--- config.mk ---
export PLATFORM = sky130hd
export DESIGN_NAME = writeback
export DESIGN_NICKNAME = d
export VERILOG_FILES = /design/src/hdl/wb_pkg.sv /design/src/hdl/flags_wb.sv /design/src/hdl/operand_select_wb.sv /design/src/hdl/branch_cond_wb.sv /design/src/hdl/repne_halt_wb.sv /design/src/hdl/validate_signals_wb.sv /design/src/hdl/writeback.sv
export SDC_FILE = /design/constraint.sdc
export NUM_CORES = 1
export LEC_CHECK = 0
export BUFFER_PORTS_ARGS = -buffer_cell sky130_fd_sc_hd__buf_2
export CAP_MARGIN = 20
export CORE_AREA = 8 8 291 293
export CTS_BUF_LIST = sky130_fd_sc_hd__clkbuf_8
export DETAILED_ROUTE_END_ITERATION = 16
export DIE_AREA = 0 0 299 301
export HOLD_SLACK_MARGIN = 0.02
export PLACE_DENSITY = 0.42
export REMOVE_ABC_BUFFERS = 1
export SLEW_MARGIN = 20
export SYNTH_ARGS = -nofsm -noshare
export SYNTH_HDL_FRONTEND = slang
export SYNTH_HIERARCHICAL = 1
export SYNTH_SLANG_ARGS = --single-unit
--- constraint.sdc ---
create_clock -name CLK -period 7.2 [get_ports CLK]
set_clock_uncertainty 0.1 [all_clocks]
set_input_delay 0 -clock CLK [delete_from_list [all_inputs] [get_ports CLK]]
set_output_delay 0 -clock CLK [all_outputs]
set_load 0.005 [all_outputs]
--- src/hdl/wb_pkg.sv ---
package wb_pkg;

   // condition applied to the EIP load or the GPR2 load
   typedef enum logic [1:0] {
      cond_always = 2'd0,
      cond_jne    = 2'd1,
      cond_jnbe   = 2'd2,
      cond_cmovc  = 2'd3
   } wb_cond_e;

   // source of the data1 write port
   typedef enum logic [2:0] {
      d1_result_a   = 3'd0,
      d1_push_flags = 3'd1,
      d1_temp_neip  = 3'd2,
      d1_temp_ncs   = 3'd3,
      d1_cmps_latch = 3'd4
   } wb_data1_sel_e;

   // flag bit positions
   localparam int CF_BIT = 0;
   localparam int ZF_BIT = 6;

   // only the reserved bit 1 is set out of reset
   localparam logic [31:0] FLAGS_RESET = 32'h0000_0002;

   // widest flags register, the mask field is sized for it
   localparam int FLAGS_MAX_W = 32;

   typedef struct packed {
      wb_cond_e               cond;
      wb_data1_sel_e          data1_sel;
      logic                   ld_gpr3;
      logic                   ld_seg;
      logic                   ld_mm;
      logic                   ld_flags;
      logic                   ld_eip;
      logic                   ld_cs;
      logic                   pop_flags;
      logic [FLAGS_MAX_W-1:0] flags_affected;
      logic                   save_neip;
      logic                   save_ncs;
      logic                   use_temp_neip;
      logic                   use_temp_ncs;
      logic                   is_cmps_first;
      logic                   is_cmps_second;
      logic                   is_halt;
      logic                   mm_mem;
   } wb_ctrl_t;

   typedef struct packed {
      logic [2:0]  dr1;
      logic [2:0]  dr2;
      logic [2:0]  dr3;
      logic [31:0] data1;
      logic [31:0] data2;
      logic [31:0] data3;
      logic        ld_gpr1;
      logic        ld_gpr2;
      logic        ld_gpr3;
      logic [1:0]  datasize;
   } wb_gpr_wr_t;

   typedef struct packed {
      logic gpr1;
      logic gpr2;
      logic gpr3;
      logic seg;
      logic mm;
      logic dcache_write;
   } wb_dep_t;

   typedef struct packed {
      logic [63:0] data;
      logic [31:0] addr;
      logic        write;
   } wb_dcache_wr_t;

endpackage

--- src/hdl/flags_wb.sv ---
`timescale 1ns/1ps

module flags_wb
   import wb_pkg::*;
#(
   parameter int FLAGS_W = 32
) (
   input  logic               CLK,
   input  logic               rst_n,
   input  logic               advance,
   input  logic               ld_flags,
   input  logic               pop_flags,
   input  logic [FLAGS_W-1:0] flags_affected,
   input  logic [FLAGS_W-1:0] flags_in,
   input  logic [31:0]        result_a,
   output logic [FLAGS_W-1:0] cur_flags,
   output logic [FLAGS_W-1:0] new_flags
);

   logic [FLAGS_W-1:0] merged;

   // bits under the mask come from execute, the rest are kept
   assign merged = (cur_flags & ~flags_affected) | (flags_in & flags_affected);

   always_comb begin
      if (pop_flags) begin
         // popf takes the popped word as a whole
         new_flags = result_a[FLAGS_W-1:0];
      end else begin
         new_flags = merged;
      end
   end

   always_ff @(posedge CLK or negedge rst_n) begin
      if (!rst_n) begin
         cur_flags <= FLAGS_RESET[FLAGS_W-1:0];
      end else if (advance && ld_flags) begin
         cur_flags <= new_flags;
      end
   end

endmodule

--- src/hdl/operand_select_wb.sv ---
`timescale 1ns/1ps

module operand_select_wb
   import wb_pkg::*;
#(
   parameter int FLAGS_W = 32
) (
   input  logic               CLK,
   input  logic               rst_n,
   input  logic               advance,
   input  wb_ctrl_t           ctrl,
   input  logic [31:0]        result_a,
   input  logic [31:0]        neip,
   input  logic [15:0]        ncs,
   input  logic [FLAGS_W-1:0] cur_flags,
   output logic [31:0]        data1,
   output logic [31:0]        final_eip,
   output logic [15:0]        final_cs
);

   logic [31:0] temp_neip;
   logic [15:0] temp_ncs;
   logic [31:0] cmps_latch;
   logic [31:0] flags_ext;

   // pushf stores the flags zero extended to a full word
   always_comb begin
      flags_ext = '0;
      flags_ext[FLAGS_W-1:0] = cur_flags;
   end

   always_comb begin
      case (ctrl.data1_sel)
         d1_push_flags: data1 = flags_ext;
         d1_temp_neip:  data1 = temp_neip;
         d1_temp_ncs:   data1 = {16'h0000, temp_ncs};
         d1_cmps_latch: data1 = cmps_latch;
         default:       data1 = result_a;
      endcase
   end

   // far transfers write the target from the saved pair
   assign final_eip = ctrl.use_temp_neip ? temp_neip : neip;
   assign final_cs  = ctrl.use_temp_ncs ? temp_ncs : ncs;

   always_ff @(posedge CLK or negedge rst_n) begin
      if (!rst_n) begin
         temp_neip  <= '0;
         temp_ncs   <= '0;
         cmps_latch <= '0;
      end else if (advance) begin
         if (ctrl.save_neip) begin
            temp_neip <= neip;
         end
         if (ctrl.save_ncs) begin
            temp_ncs <= ncs;
         end
         // first cmps uop holds its operand for the second
         if (ctrl.is_cmps_first) begin
            cmps_latch <= result_a;
         end
      end
   end

endmodule

--- src/hdl/branch_cond_wb.sv ---
`timescale 1ns/1ps

module branch_cond_wb
   import wb_pkg::*;
(
   input  wb_cond_e          cond,
   input  logic              ld_eip_req,
   input  logic              ex_ld_gpr2,
   input  logic [ZF_BIT:0]   cur_flags,
   output logic              take_eip,
   output logic              take_gpr2
);

   logic cf;
   logic zf;

   assign cf = cur_flags[CF_BIT];
   assign zf = cur_flags[ZF_BIT];

   always_comb begin
      case (cond)
         cond_jne:  take_eip = ld_eip_req & ~zf;
         // above means neither carry nor zero
         cond_jnbe: take_eip = ld_eip_req & ~cf & ~zf;
         default:   take_eip = ld_eip_req;
      endcase
   end

   // cmovc only writes its destination on carry
   always_comb begin
      if (cond == cond_cmovc) begin
         take_gpr2 = ex_ld_gpr2 & cf;
      end else begin
         take_gpr2 = ex_ld_gpr2;
      end
   end

endmodule

--- src/hdl/repne_halt_wb.sv ---
`timescale 1ns/1ps

module repne_halt_wb
   import wb_pkg::*;
(
   input  logic            wb_v,
   input  logic            is_halt,
   input  logic            is_cmps_second,
   input  logic            repne,
   input  logic [ZF_BIT:0] cur_flags,
   input  logic [31:0]     result_c,
   output logic            halt_req,
   output logic            terminate,
   output logic [31:0]     count
);

   logic rep_cmps;
   logic stop_cond;

   // ecx after this iteration
   assign count = result_c - 32'd1;

   assign rep_cmps = wb_v & is_cmps_second & repne;

   // repne ends on a match or when the count runs out
   assign stop_cond = cur_flags[ZF_BIT] | (count == 32'd0);

   assign terminate = rep_cmps & stop_cond;

   assign halt_req = wb_v & is_halt;

endmodule

--- src/hdl/validate_signals_wb.sv ---
`timescale 1ns/1ps

module validate_signals_wb
   import wb_pkg::*;
(
   input  logic     wb_v,
   input  wb_ctrl_t ctrl,
   input  logic     ex_ld_gpr1,
   input  logic     take_gpr2,
   input  logic     ex_dcache_write,
   input  logic     take_eip,
   input  logic     repne,
   input  logic     terminate,
   input  logic     write_ready,
   output logic     ld_gpr1,
   output logic     ld_gpr2,
   output logic     ld_gpr3,
   output logic     ld_seg,
   output logic     ld_mm,
   output logic     ld_flags,
   output logic     ld_eip,
   output logic     ld_cs,
   output logic     dcache_write,
   output logic     advance,
   output logic     stall
);

   logic rep_cmps;

   assign ld_gpr1      = wb_v & ex_ld_gpr1;
   assign ld_gpr2      = wb_v & take_gpr2;
   assign ld_gpr3      = wb_v & ctrl.ld_gpr3;
   assign ld_seg       = wb_v & ctrl.ld_seg;
   assign ld_mm        = wb_v & ctrl.ld_mm;
   assign ld_flags     = wb_v & ctrl.ld_flags;
   assign ld_cs        = wb_v & ctrl.ld_cs;
   assign dcache_write = wb_v & ex_dcache_write;

   // eip stays put each iteration so the string op is refetched
   assign rep_cmps = ctrl.is_cmps_second & repne;
   assign ld_eip   = wb_v & (rep_cmps ? terminate : take_eip);

   // hold the uop while the cache write port is busy
   assign stall   = wb_v & ex_dcache_write & ~write_ready;
   assign advance = wb_v & ~stall;

endmodule

--- src/hdl/writeback.sv ---
`timescale 1ns/1ps

module writeback
   import wb_pkg::*;
#(
   parameter int FLAGS_W = 32
) (
   input  logic               CLK,
   input  logic               rst_n,
   input  logic               wb_v,
   input  wb_ctrl_t           wb_ctrl,
   input  logic [1:0]         datasize,
   input  logic               ex_ld_gpr1,
   input  logic               ex_ld_gpr2,
   input  logic               ex_dcache_write,
   input  logic               repne,
   input  logic [31:0]        neip,
   input  logic [15:0]        ncs,
   input  logic [31:0]        result_a,
   input  logic [31:0]        result_b,
   input  logic [31:0]        result_c,
   input  logic [FLAGS_W-1:0] flags_in,
   input  logic [63:0]        result_mm,
   input  logic [2:0]         dr1,
   input  logic [2:0]         dr2,
   input  logic [2:0]         dr3,
   input  logic [31:0]        address,
   input  logic               write_ready,
   output wb_gpr_wr_t         gpr_wr,
   output logic               ld_seg,
   output logic [63:0]        mm_data,
   output logic               ld_mm,
   output logic [31:0]        final_eip,
   output logic               ld_eip,
   output logic [15:0]        final_cs,
   output logic               ld_cs,
   output logic [FLAGS_W-1:0] final_flags,
   output logic               ld_flags,
   output wb_dcache_wr_t      dcache_wr,
   output wb_dep_t            dep,
   output logic               halt_all,
   output logic               repne_terminate,
   output logic               stall,
   output logic [FLAGS_W-1:0] flags_fwd,
   output logic [31:0]        count_fwd
);

   logic [FLAGS_W-1:0] cur_flags;
   logic [FLAGS_W-1:0] new_flags;
   logic [31:0]        data1;
   logic [31:0]        count;
   logic               take_eip;
   logic               take_gpr2;
   logic               terminate;
   logic               halt_req;
   logic               advance;
   logic               ld_gpr1;
   logic               ld_gpr2;
   logic               ld_gpr3;
   logic               dcache_write;

   flags_wb #(.FLAGS_W(FLAGS_W)) u_flags_wb (
      .CLK            (CLK),
      .rst_n          (rst_n),
      .advance        (advance),
      .ld_flags       (ld_flags),
      .pop_flags      (wb_ctrl.pop_flags),
      .flags_affected (wb_ctrl.flags_affected[FLAGS_W-1:0]),
      .flags_in       (flags_in),
      .result_a       (result_a),
      .cur_flags      (cur_flags),
      .new_flags      (new_flags)
   );

   operand_select_wb #(.FLAGS_W(FLAGS_W)) u_operand_select_wb (
      .CLK       (CLK),
      .rst_n     (rst_n),
      .advance   (advance),
      .ctrl      (wb_ctrl),
      .result_a  (result_a),
      .neip      (neip),
      .ncs       (ncs),
      .cur_flags (cur_flags),
      .data1     (data1),
      .final_eip (final_eip),
      .final_cs  (final_cs)
   );

   branch_cond_wb u_branch_cond_wb (
      .cond       (wb_ctrl.cond),
      .ld_eip_req (wb_ctrl.ld_eip),
      .ex_ld_gpr2 (ex_ld_gpr2),
      .cur_flags  (cur_flags[ZF_BIT:0]),
      .take_eip   (take_eip),
      .take_gpr2  (take_gpr2)
   );

   repne_halt_wb u_repne_halt_wb (
      .wb_v           (wb_v),
      .is_halt        (wb_ctrl.is_halt),
      .is_cmps_second (wb_ctrl.is_cmps_second),
      .repne          (repne),
      .cur_flags      (cur_flags[ZF_BIT:0]),
      .result_c       (result_c),
      .halt_req       (halt_req),
      .terminate      (terminate),
      .count          (count)
   );

   validate_signals_wb u_validate_signals_wb (
      .wb_v            (wb_v),
      .ctrl            (wb_ctrl),
      .ex_ld_gpr1      (ex_ld_gpr1),
      .take_gpr2       (take_gpr2),
      .ex_dcache_write (ex_dcache_write),
      .take_eip        (take_eip),
      .repne           (repne),
      .terminate       (terminate),
      .write_ready     (write_ready),
      .ld_gpr1         (ld_gpr1),
      .ld_gpr2         (ld_gpr2),
      .ld_gpr3         (ld_gpr3),
      .ld_seg          (ld_seg),
      .ld_mm           (ld_mm),
      .ld_flags        (ld_flags),
      .ld_eip          (ld_eip),
      .ld_cs           (ld_cs),
      .dcache_write    (dcache_write),
      .advance         (advance),
      .stall           (stall)
   );

   // gpr file write port
   assign gpr_wr.dr1      = dr1;
   assign gpr_wr.dr2      = dr2;
   assign gpr_wr.dr3      = dr3;
   assign gpr_wr.data1    = data1;
   assign gpr_wr.data2    = result_b;
   assign gpr_wr.data3    = result_c;
   assign gpr_wr.ld_gpr1  = ld_gpr1;
   assign gpr_wr.ld_gpr2  = ld_gpr2;
   assign gpr_wr.ld_gpr3  = ld_gpr3;
   assign gpr_wr.datasize = datasize;

   assign mm_data = result_mm;

   // mmx stores take the full 64 bits, everything else is a word
   assign dcache_wr.data  = wb_ctrl.mm_mem ? result_mm : {32'h0000_0000, data1};
   assign dcache_wr.addr  = address;
   assign dcache_wr.write = dcache_write;

   // valid bits for the dependency check upstream
   assign dep.gpr1         = ld_gpr1;
   assign dep.gpr2         = ld_gpr2;
   assign dep.gpr3         = ld_gpr3;
   assign dep.seg          = ld_seg;
   assign dep.mm           = ld_mm;
   assign dep.dcache_write = dcache_write;

   assign final_flags     = new_flags;
   assign halt_all        = halt_req;
   assign repne_terminate = terminate;

   assign flags_fwd = cur_flags;
   assign count_fwd = count;

endmodule

* Word level (Yosys, flattened, before mapping)
Cells that the tools add are included.
Word-level totals: bits in registers 112, input bits 343, output and inout port bits 429, word-level logic and storage cells 54
Cells by class: $add $sub $neg 1, equal/unequal tests 7, multiplexer cells 8, bitwise gates (word level) 29, reductions and logical operators 5
Operators by type and width (count):
- case mux 32 bit (4 select lines) | 1
- bitwise AND 32 bit | 2
- two-way mux 32 bit | 2
- two-way mux 64 bit | 1
- logical NOT 32 bit | 1
- inverter 32 bit | 1
- bitwise OR 32 bit | 1
- subtractor 32 x 1 -> 32 bit (second input constant) | 1
- bitwise AND 1 bit | 20
- two-way mux 16 bit | 1
- equality test 3 x 2 -> 1 bit (second input constant) | 2
- AND reduction 2 bit | 3
- equality test 2 bit (second input constant) | 2
- inverter 1 bit | 4
- equality test 3 x 1 -> 1 bit (second input constant) | 1
- equality test 3 bit (second input constant) | 1
- equality test 2 x 1 -> 1 bit (second input constant) | 1
- two-way mux 1 bit | 2
- case mux 1 bit (2 select lines) | 1
- logical AND 1 bit | 1
- bitwise OR 1 bit | 1

* Logic depth before layout (Yosys ltp)
Gate-level depths: netlist of run 1.
depth after elaboration 6, depth in mapped cells 13, depth with buffers taken out 11

* Cells and area by module
Netlist of run 1, hierarchy kept.
Modules (own cells, without submodules):
- operand_select_wb | times used 1, cells each 417, area an instance 4926.0 um2, seq. area each 2001.9 um2
- flags_wb | times used 1, cells each 282, area an instance 2243.4 um2, seq. area each 802.0 um2
- writeback | times used 1, cells each 252, area an instance 2105.8 um2, seq. area each 0.0 um2
- repne_halt_wb | times used 1, cells each 128, area an instance 852.1 um2, seq. area each 0.0 um2
- validate_signals_wb | times used 1, cells each 16, area an instance 96.3 um2, seq. area each 0.0 um2
- branch_cond_wb | times used 1, cells each 7, area an instance 52.6 um2, seq. area each 0.0 um2

* Least setup slack after synthesis of run 1
Ideal clock, no wire load.
path kind input-to-output, start point input result_c[17], end point output ld_eip, data arrival time 2871 ps, data required time 7100 ps, setup slack 4229 ps, stages 10, buffers on the path 1, cell sequence or4_1 > or3_1 > buf_2 > or4_4 > or3_4 > xnor2_2 > or3_2 > o22ai_2 > nand2_1 > mux2i_1
On the way: longest elaborated chain between the ends 6
RTL lines:
- start, declared | RTL line writeback.sv:21 | input logic [31:0] result_c,
- subtractor 32 x 1 -> 32 bit | RTL line repne_halt_wb.sv:21 | assign count = result_c - 32'd1;
- named net count_fwd[31] | RTL line writeback.sv:45 | output logic [31:0] count_fwd
- logical NOT 32 bit | RTL line repne_halt_wb.sv:26 | assign stop_cond = cur_flags[ZF_BIT] | (count == 32'd0);
- bitwise OR 1 bit | RTL line repne_halt_wb.sv:26
- bitwise AND 1 bit | RTL line repne_halt_wb.sv:28 | assign terminate = rep_cmps & stop_cond;
- named net repne_terminate | RTL line writeback.sv:42 | output logic repne_terminate,
- two-way mux 1 bit | RTL line validate_signals_wb.sv:41 | assign ld_eip = wb_v & (rep_cmps ? terminate : take_eip);
- bitwise AND 1 bit | RTL line validate_signals_wb.sv:41
- end, declared | RTL line writeback.sv:34 | output logic ld_eip,
The timed path passes the listed nets, and every way through them passes these cells.

* Worst setup path after layout of run 1
start point input result_c[17], end point output ld_eip
On the way: longest elaborated chain between the ends 6
RTL lines (RTL line):
- subtractor 32 x 1 -> 32 bit | repne_halt_wb.sv:21
- logical NOT 32 bit | repne_halt_wb.sv:26
- bitwise OR 1 bit | repne_halt_wb.sv:26
- bitwise AND 1 bit | repne_halt_wb.sv:28
- two-way mux 1 bit | validate_signals_wb.sv:41
- bitwise AND 1 bit | validate_signals_wb.sv:41
Every way passes these cells.

==> out/qor.csv, run 1 <==
stage;metric;value;unit
global_routing;overflow;0;
final_layout;multiInputGateArea;5640;um2
yosys;synth_area;10300;um2
worst_setup_path;startpoint_type;input pin;
yosys;synth_ff_type;dfrtp_1;
yosys;ys_async_sr_fraction;100;%
placed_design;place_congestion;0.835;
timing;timing.fmax;301;MHz
floorplanning;rows;104;
global_routing;antenna_found_initial;43;
timing;slew_violations;0;
clock_tree;clock-sinks;112;
clock_tree;cts_tree;built;
route;wl_per_cell;25.8;um
yosys;ys_warn_count;6;
pwr;ir_worst_vdd;0.0000692;V
placed_design;portBuffers;621;
final_layout;layout.nets;2081;
route;wl;72.2;mm
pwr;p_leak;7.04;nW
yosys;ys_seq_area_share;27.3;%
worst_setup_path;crit_type;in -> out;
timing;finalHoldViolations;0;
worst_setup_path;critPathMaxFanout;8;
pwr;pwr_density_cell;151;nW/um2
floorplanning;core-area;79900;um2
timing;worst-slew-pin-transition;992;ps
floorplanning;start_util;12.9;%
pwr;p_int;1.45;mW
min_path;hold_path_class;in -> out;
global_routing;grt_pass1_wl;98.5;mm
final_layout;ff_latch_area;2800;um2
final_layout;fin_util;19.6;%
timing;setup_tns;0;ps
pwr;combPwrFrac;44.2;%
worst_setup_path;arrival;3220;ps
route;dr.first_iter.drc_count;634;
timing;slew-limit-headroom;33.9;%
route;drt_first_pass_iters;4;
timing;report.final.setup_viol;0;
floorplanning;die_area;90000;um2
global_routing;grt_max_degree;65;
floorplanning;io_pins;772;
final_layout;area_growth;52.6;%
clock_tree;cts.htree.levels;3;
yosys;syn_area_per_cell;9.32;um2
timing;rsz0062_at_grt;no;
worst_setup_path;endpoint_kind;primary output;
yosys;ys_ff_latch;112;
clock_tree;cts_buffers;9;
final_layout;fill_cells;8907;
clock_tree;root_buffer;clkbuf_8;
timing;final.period_utilization;46.2;%
clock_tree;cts_resized;0;
pwr;swShare;38.6;%
worst_setup_path;cp.required;7100;ps
status;status;finished clean;
timing;fin_crit;3320;ps
pwr;pwr-share-seq;35.9;%
clock_tree;clockBufferDepth;2;
global_routing;grt_usage;15.2;%
global_routing;grt_pass1_vias;12300;
placed_design;dp_hpwl;56.1;mm
route;viasPerCell;4.13;
floorplanning;die_w;299;um
run;maxCapViolCount;0;
yosys;synth_edf_count;0;
final_layout;final_common_cell;buf_2;
final_layout;mostFrequentLayoutCells;buf_2 (617), dlygate4sd3_1 (241), mux2_1 (143);
pwr;p_clk_share;19.9;%
route;via_count;11600;
route;route.detailed.drc;0;
yosys;synthCells;1102;
clock_tree;clock_latency;430;ps
final_layout;final_layout_size_suffix_gt1_share;40.7;%
pwr;p_switching;912;uW
yosys;synth.distinct_cells;67;
floorplanning;die_h;301;um
route;drtAntennaViolNets;0;
==> state kept, by name (all words and copies together) (netlist names) <==
signal                          flops
u_flags_wb/cur_flags               32
u_operand_select_wb/cmps_latch     32
u_operand_select_wb/temp_ncs       16
u_operand_select_wb/temp_neip      32
==> cell families after synthesis <==
family	after synthesis	synth area share, %
AND/OR/NAND/NOR	243	12.7
multiplexers	210	23.6
flip-flops	112	27.3
buffers and inverters	263	18.1
adder cells (fa/ha/maj)	4	0.487
AO/OA/AOI/OAI	240	15.1
XOR/XNOR	30	2.70
==> power by group through the flow <==
stage | clock network, mW | logic (mW) | registers [mW]
after global placement | 0 | 0.872 | 0.860
after CTS | 0.513 | 1.05 | 0.849
after detailed placement | 0 | 0.877 | 0.862
after floorplan | 0 | 0.365 | 0.823
after global routing | 0.523 | 1.13 | 0.866
final | 0.470 | 1.05 | 0.849
==> Yosys cell counts, drive strengths merged, types with 4 or more instances <==
| library cell | number | share of area [%] |
|---|---|---|
| a21oi | 32 | 1.6 |
| o21ai | 69 | 3.4 |
| mux2 | 177 | 20 |
| a22oi | 32 | 2.4 |
| mux2i | 33 | 3.2 |
| or2 | 4 | 0.24 |
| xor2 | 16 | 1.4 |
| or4 | 5 | 0.41 |
| a221oi | 31 | 2.6 |
| xnor2 | 14 | 1.3 |
| buf | 228 | 17 |
| or3 | 9 | 0.61 |
| nand2 | 82 | 3.0 |
| nor3 | 13 | 0.63 |
| nor4 | 6 | 0.37 |
| nor2 | 16 | 0.61 |
| a211oi | 16 | 1.2 |
| nor2b | 46 | 2.8 |
| clkbuf | 24 | 0.91 |
| ha | 4 | 0.49 |
| inv | 11 | 0.40 |
| and2 | 44 | 2.7 |
| dfrtp | 111 | 27 |
| a31oi | 45 | 2.7 |
==> critical path: stages <==
cell and delay [ps]:
buf_2 150, or4_1 550, or3_1 410, or4_4 570, or3_4 400, xnor2_2 140
or3_2 490, o22ai_2 160, nand2_1 80, mux2i_1 140, buf_2 140
==> routing by layer <==
metal	track usage [%]	routed length, um	share of wire (%)
met1	18.5	30600	42
met2	26.9	35200	49
met3	3.99	5110	7.1
met4	2.65	1270	1.8
met5	0	77	0.11
==> through the flow <==
| step | instance area [um2] | cells | total power, mW | setup slack (ps) | hold WS [ps] |
|---|---|---|---|---|---|
| 2_1_floorplan | 8460 | 850 | 1.19 | 4270 | -396 |
| 3_3_place_gp | 13000 | 2541 | 1.73 | 3870 | -100 |
| 3_5_place_dp | 13000 | 2541 | 1.74 | 3890 | -100 |
| 4_1_cts | 15700 | 2799 | 2.41 | 3880 | 85.3 |
| 5_1_grt | 15700 | 2800 | 2.52 | 3760 | 90.2 |
| 6_report | 15700 | 2802 | 2.36 | 3880 | 82.2 |
==> path summary, 6_finish.rpt <==
path	start	endpoint	slack (ps)	cells past startpoint
worst max-delay path	result_c[17]	ld_eip	3880	11
worst min-delay path	result_mm[32]	mm_data[32]	80	2
worst max register to register	u_flags_wb/cur_flags[6]	u_flags_wb/cur_flags[6]	4870	5
worst min register to register	u_operand_select_wb/cmps_latch[3]	u_operand_select_wb/cmps_latch[3]	410	1
max in group asynchronous	rst_n	u_operand_select_wb/cmps_latch[1]	5450	4
min in group asynchronous	rst_n	u_operand_select_wb/temp_neip[6]	400	3
==> cell type report <==
cell class / count / share of cell area, %
tap: 1060 / 8.46
inverter: 11 / 0.263
sequential: 112 / 17.9
multi-input combinational: 727 / 36.0
timing repair buffer: 873 / 35.9
antenna: 3 / 0.0479
clock inverter: 7 / 0.646
clock buffer: 9 / 0.790
==> what timing repair did <==
| action | CTS | global route |
|---|---|---|
| hold endpoints to repair | 243 | 0 |
| buffers inserted | 0 | 0 |
| hold buffers | 242 | 0 |
No activity file was read; power rests on OpenSTA's default activity.
==> run 2: changes to the inputs <==
CORE_AREA = 8 8 298 300   (was 8 8 291 293)
DIE_AREA = 0 0 306 308   (was 0 0 299 301)
PLACE_DENSITY = 0.41   (was 0.42)
clock period = 2.8 ns   (was 7.2 ns; I/O delays follow)
==> out/qor.csv, run 2 (synthesized netlist as in run 1, its figures left out) <==
stage;metric;value;unit;change
global_routing;antenna_found_initial;19;;was 43
floorplanning;core-area;84200;um2;was 79900 um2
timing;fin_crit;2900;ps;
timing;rsz0062_at_grt;yes;;was no
worst_setup_path;r2r-start;u_flags_wb/cur_flags[0];;was u_flags_wb/cur_flags[6]
final_layout;fill_cells;9423;;was 8907
timing;final.period_utilization;103;%;
route;drt_first_pass_iters;5;;was 4
placed_design;place_congestion;0.800;;was 0.835
final_layout;final_cell_area;16300;um2;was 15700 um2
final_layout;instances_no_fill;2888;;was 2802
placed_design;dp_slack;-376;ps;was 3890 ps
status;status;finished with violations;;was finished clean
route;drtAntennaViolNets;0;;unchanged
final_layout;mostFrequentLayoutCells;buf_2 (615), dlygate4sd3_1 (241), mux2_1 (143);;was buf_2 (617), dlygate4sd3_1 (241), mux2_1 (143)
worst_setup_path;setup.worst_path.start;result_c[17];;unchanged
pwr;ir_worst_vdd;0.000185;V;was 0.0000692 V
worst_setup_path;cp.required;2700;ps;was 7100 ps
worst_setup_path;cpMaxStageDelayCell;or4_4;;unchanged
route;route.detailed.drc;0;;unchanged
pwr;total_power;6.18;mW;was 2.36 mW
timing;worst-slew-pin-transition;1050;ps;was 992 ps
worst_setup_path;endpoint_kind;primary output;;unchanged
floorplanning;die_area;94200;um2;was 90000 um2
pwr;p_leak;7.32;nW;was 7.04 nW
worst_setup_path;crit_top_cell;or3_4;;was buf_2
timing;finalHoldViolations;0;;unchanged
global_routing;grtUsageMet3;4.77;%;was 3.99%
worst_setup_path;reg2reg_depth;6;;was 5
worst_setup_path;r2r-end;u_flags_wb/cur_flags[0];;was u_flags_wb/cur_flags[6]
clock_tree;clock_latency;450;ps;was 430 ps
global_routing;grt_pass1_wl;93.7;mm;was 98.5 mm
final_layout;ff_latch_area;2800;um2;unchanged
timing;setup_ws;-97.9;ps;was 3880 ps
global_routing;grt_usage;13.8;%;was 15.2%
worst_setup_path;arrival;2800;ps;was 3220 ps
final_layout;reg_top3;u_flags_wb/cur_flags: 32 flops, u_operand_select_wb/cmps_latch: 32 flops, u_operand_select_wb/temp_neip: 32 flops;;unchanged
route;wl;68.9;mm;was 72.2 mm
placed_design;portBuffers;621;;unchanged
route;via_count;11200;;was 11600
global_routing;grt_max_degree;68;;was 65
clock_tree;cts_buffers;9;;unchanged
worst_setup_path;critical_path.endpoint;ld_eip;;unchanged
global_routing;grt_pass1_vias;11800;;was 12300
clock_tree;clock-sinks;112;;unchanged
worst_setup_path;crit_chain;buf_6, or4_4, or3_4, or4_4, or3_4, xnor2_2, or3_4, o22ai_4, nand2_1, mux2i_1, buf_2;;was buf_2, or4_1, or3_1, or4_4, or3_4, xnor2_2, or3_2, o22ai_2, nand2_1, mux2i_1, buf_2
placed_design;post_dp_cell_area;13500;um2;was 13000 um2
pwr;pwr_density_cell;380;nW/um2;was 151 nW/um2
final_layout;layout.nets;2131;;was 2081
floorplanning;rows;107;;was 104
status;failed_checks;setup timing;;
timing;slew_violations;0;;unchanged
timing;timing.fmax;345;MHz;
global_routing;overflow;0;;unchanged
global_routing;busiest_layer;met2;;unchanged
clock_tree;cts.htree.levels;3;;unchanged
route;dr.first_iter.drc_count;788;;was 634
floorplanning;die_h;308;um;was 301 um
worst_setup_path;crit_type;in -> out;;unchanged
run;maxCapViolCount;0;;unchanged
global_routing;grt_use_met1;18.2;%;was 18.5%
timing;report.final.setup_viol;1;;was 0
worst_setup_path;r2r_slack;540;ps;was 4870 ps
min_path;hold_path_class;in -> out;;unchanged
final_layout;multiInputGateArea;5680;um2;was 5640 um2
final_layout;final_layout_size_suffix_gt1_share;42.6;%;was 40.7%
floorplanning;start_util;12.2;%;was 12.9%
worst_setup_path;cpPeakStageDelay;530;ps;was 570 ps
clock_tree;cts_tree;built;;unchanged
worst_setup_path;startpoint_type;input pin;;unchanged
route;wl_per_cell;23.8;um;was 25.8 um
worst_setup_path;critPathMaxFanout;2;;was 8
route;viasPerCell;3.89;;was 4.13
clock_tree;root_buffer;clkbuf_8;;unchanged
final_layout;area_growth;58.2;%;was 52.6%
timing;slew-limit-headroom;30.0;%;was 33.9%
floorplanning;io_pins;772;;unchanged
placed_design;dp_cells;2620;;was 2541
floorplanning;die_w;306;um;was 299 um
placed_design;dp_hpwl;53.6;mm;was 56.1 mm
final_layout;final_common_cell;buf_2;;unchanged
global_routing;met2_usage;22.1;%;was 26.9%
clock_tree;clockBufferDepth;2;;unchanged
run 2: cell types whose count changed in the layout (fill, tap and decap cells not counted), sizes merged:
| cell | before | now |
|---|---|---|
| buf | 632 | 682 |
| diode | 3 | 9 |
| clkinv | 5 | 2 |
| inv | 12 | 15 |
run 2: cell type report:
class | instances | area share [%]
repair buffers | 923 | 37.7
inverters | 11 | 0.254
diodes | 9 | 0.139
flip-flops and latches | 112 | 17.3
multi-input cells | 727 | 34.9
well taps | 1090 | 8.39
clock inverters | 7 | 0.585
clock buffers | 9 | 0.762
run 2: worst min path at each step:
stage	from	end	cells past startpoint
global placement	result_b[13]	gpr_wr[50]	0
floorplan	rst_n	u_flags_wb/cur_flags[0]	0
CTS	wb_ctrl[7]	u_operand_select_wb/temp_neip[10]	3
detailed placement	result_b[13]	gpr_wr[50]	0
global route	wb_ctrl[7]	u_operand_select_wb/temp_neip[10]	3
finish	result_mm[51]	mm_data[51]	2
run 2: per-layer routing:
layer | vias up | share of wire (%)
li1 | 5162 | -
met1 | 5424 | 45
met2 | 603 | 45
met3 | 47 | 8.9
met4 | 4 | 1.2
met5 | - | 0.033
run 2: critical path, delay by kind of cell:
kind / cells / cell delay [ps]
AOI/OAI and AO/OA: 1 / 120
muxes: 1 / 130
buffers and inverters: 2 / 220
xor gates and xnor gates: 1 / 140
and+or+nand+nor: 6 / 2180
run 2: power breakdown:
| group | total (mW) | leakage, nW | internal [mW] | switching (mW) |
|---|---|---|---|---|
| registers | 2.17 | 1.28 | 1.91 | 0.262 |
| clock network | 1.23 | 0.111 | 0.444 | 0.783 |
| logic | 2.78 | 5.93 | 1.45 | 1.33 |
run 2: timing repair:
action,in CTS,in global routing
setup buffers,1,0
cloned,0,0
hold buffers,242,0
hold endpoints to repair,299,0
pin swaps,3,0
gates resized for setup,9,1
endpoints found under the setup margin,2,2
run 2: metrics by stage:
stage               TNS, ps  utilization [%]  hold slack, ps
finish                -97.9             19.3            78.4
global route           -228             19.3            49.8
CTS                    -103             19.3            32.0
detailed placement     -559             16.0            -100
global placement       -576             16.0            -100
floorplan              -133                -            -396
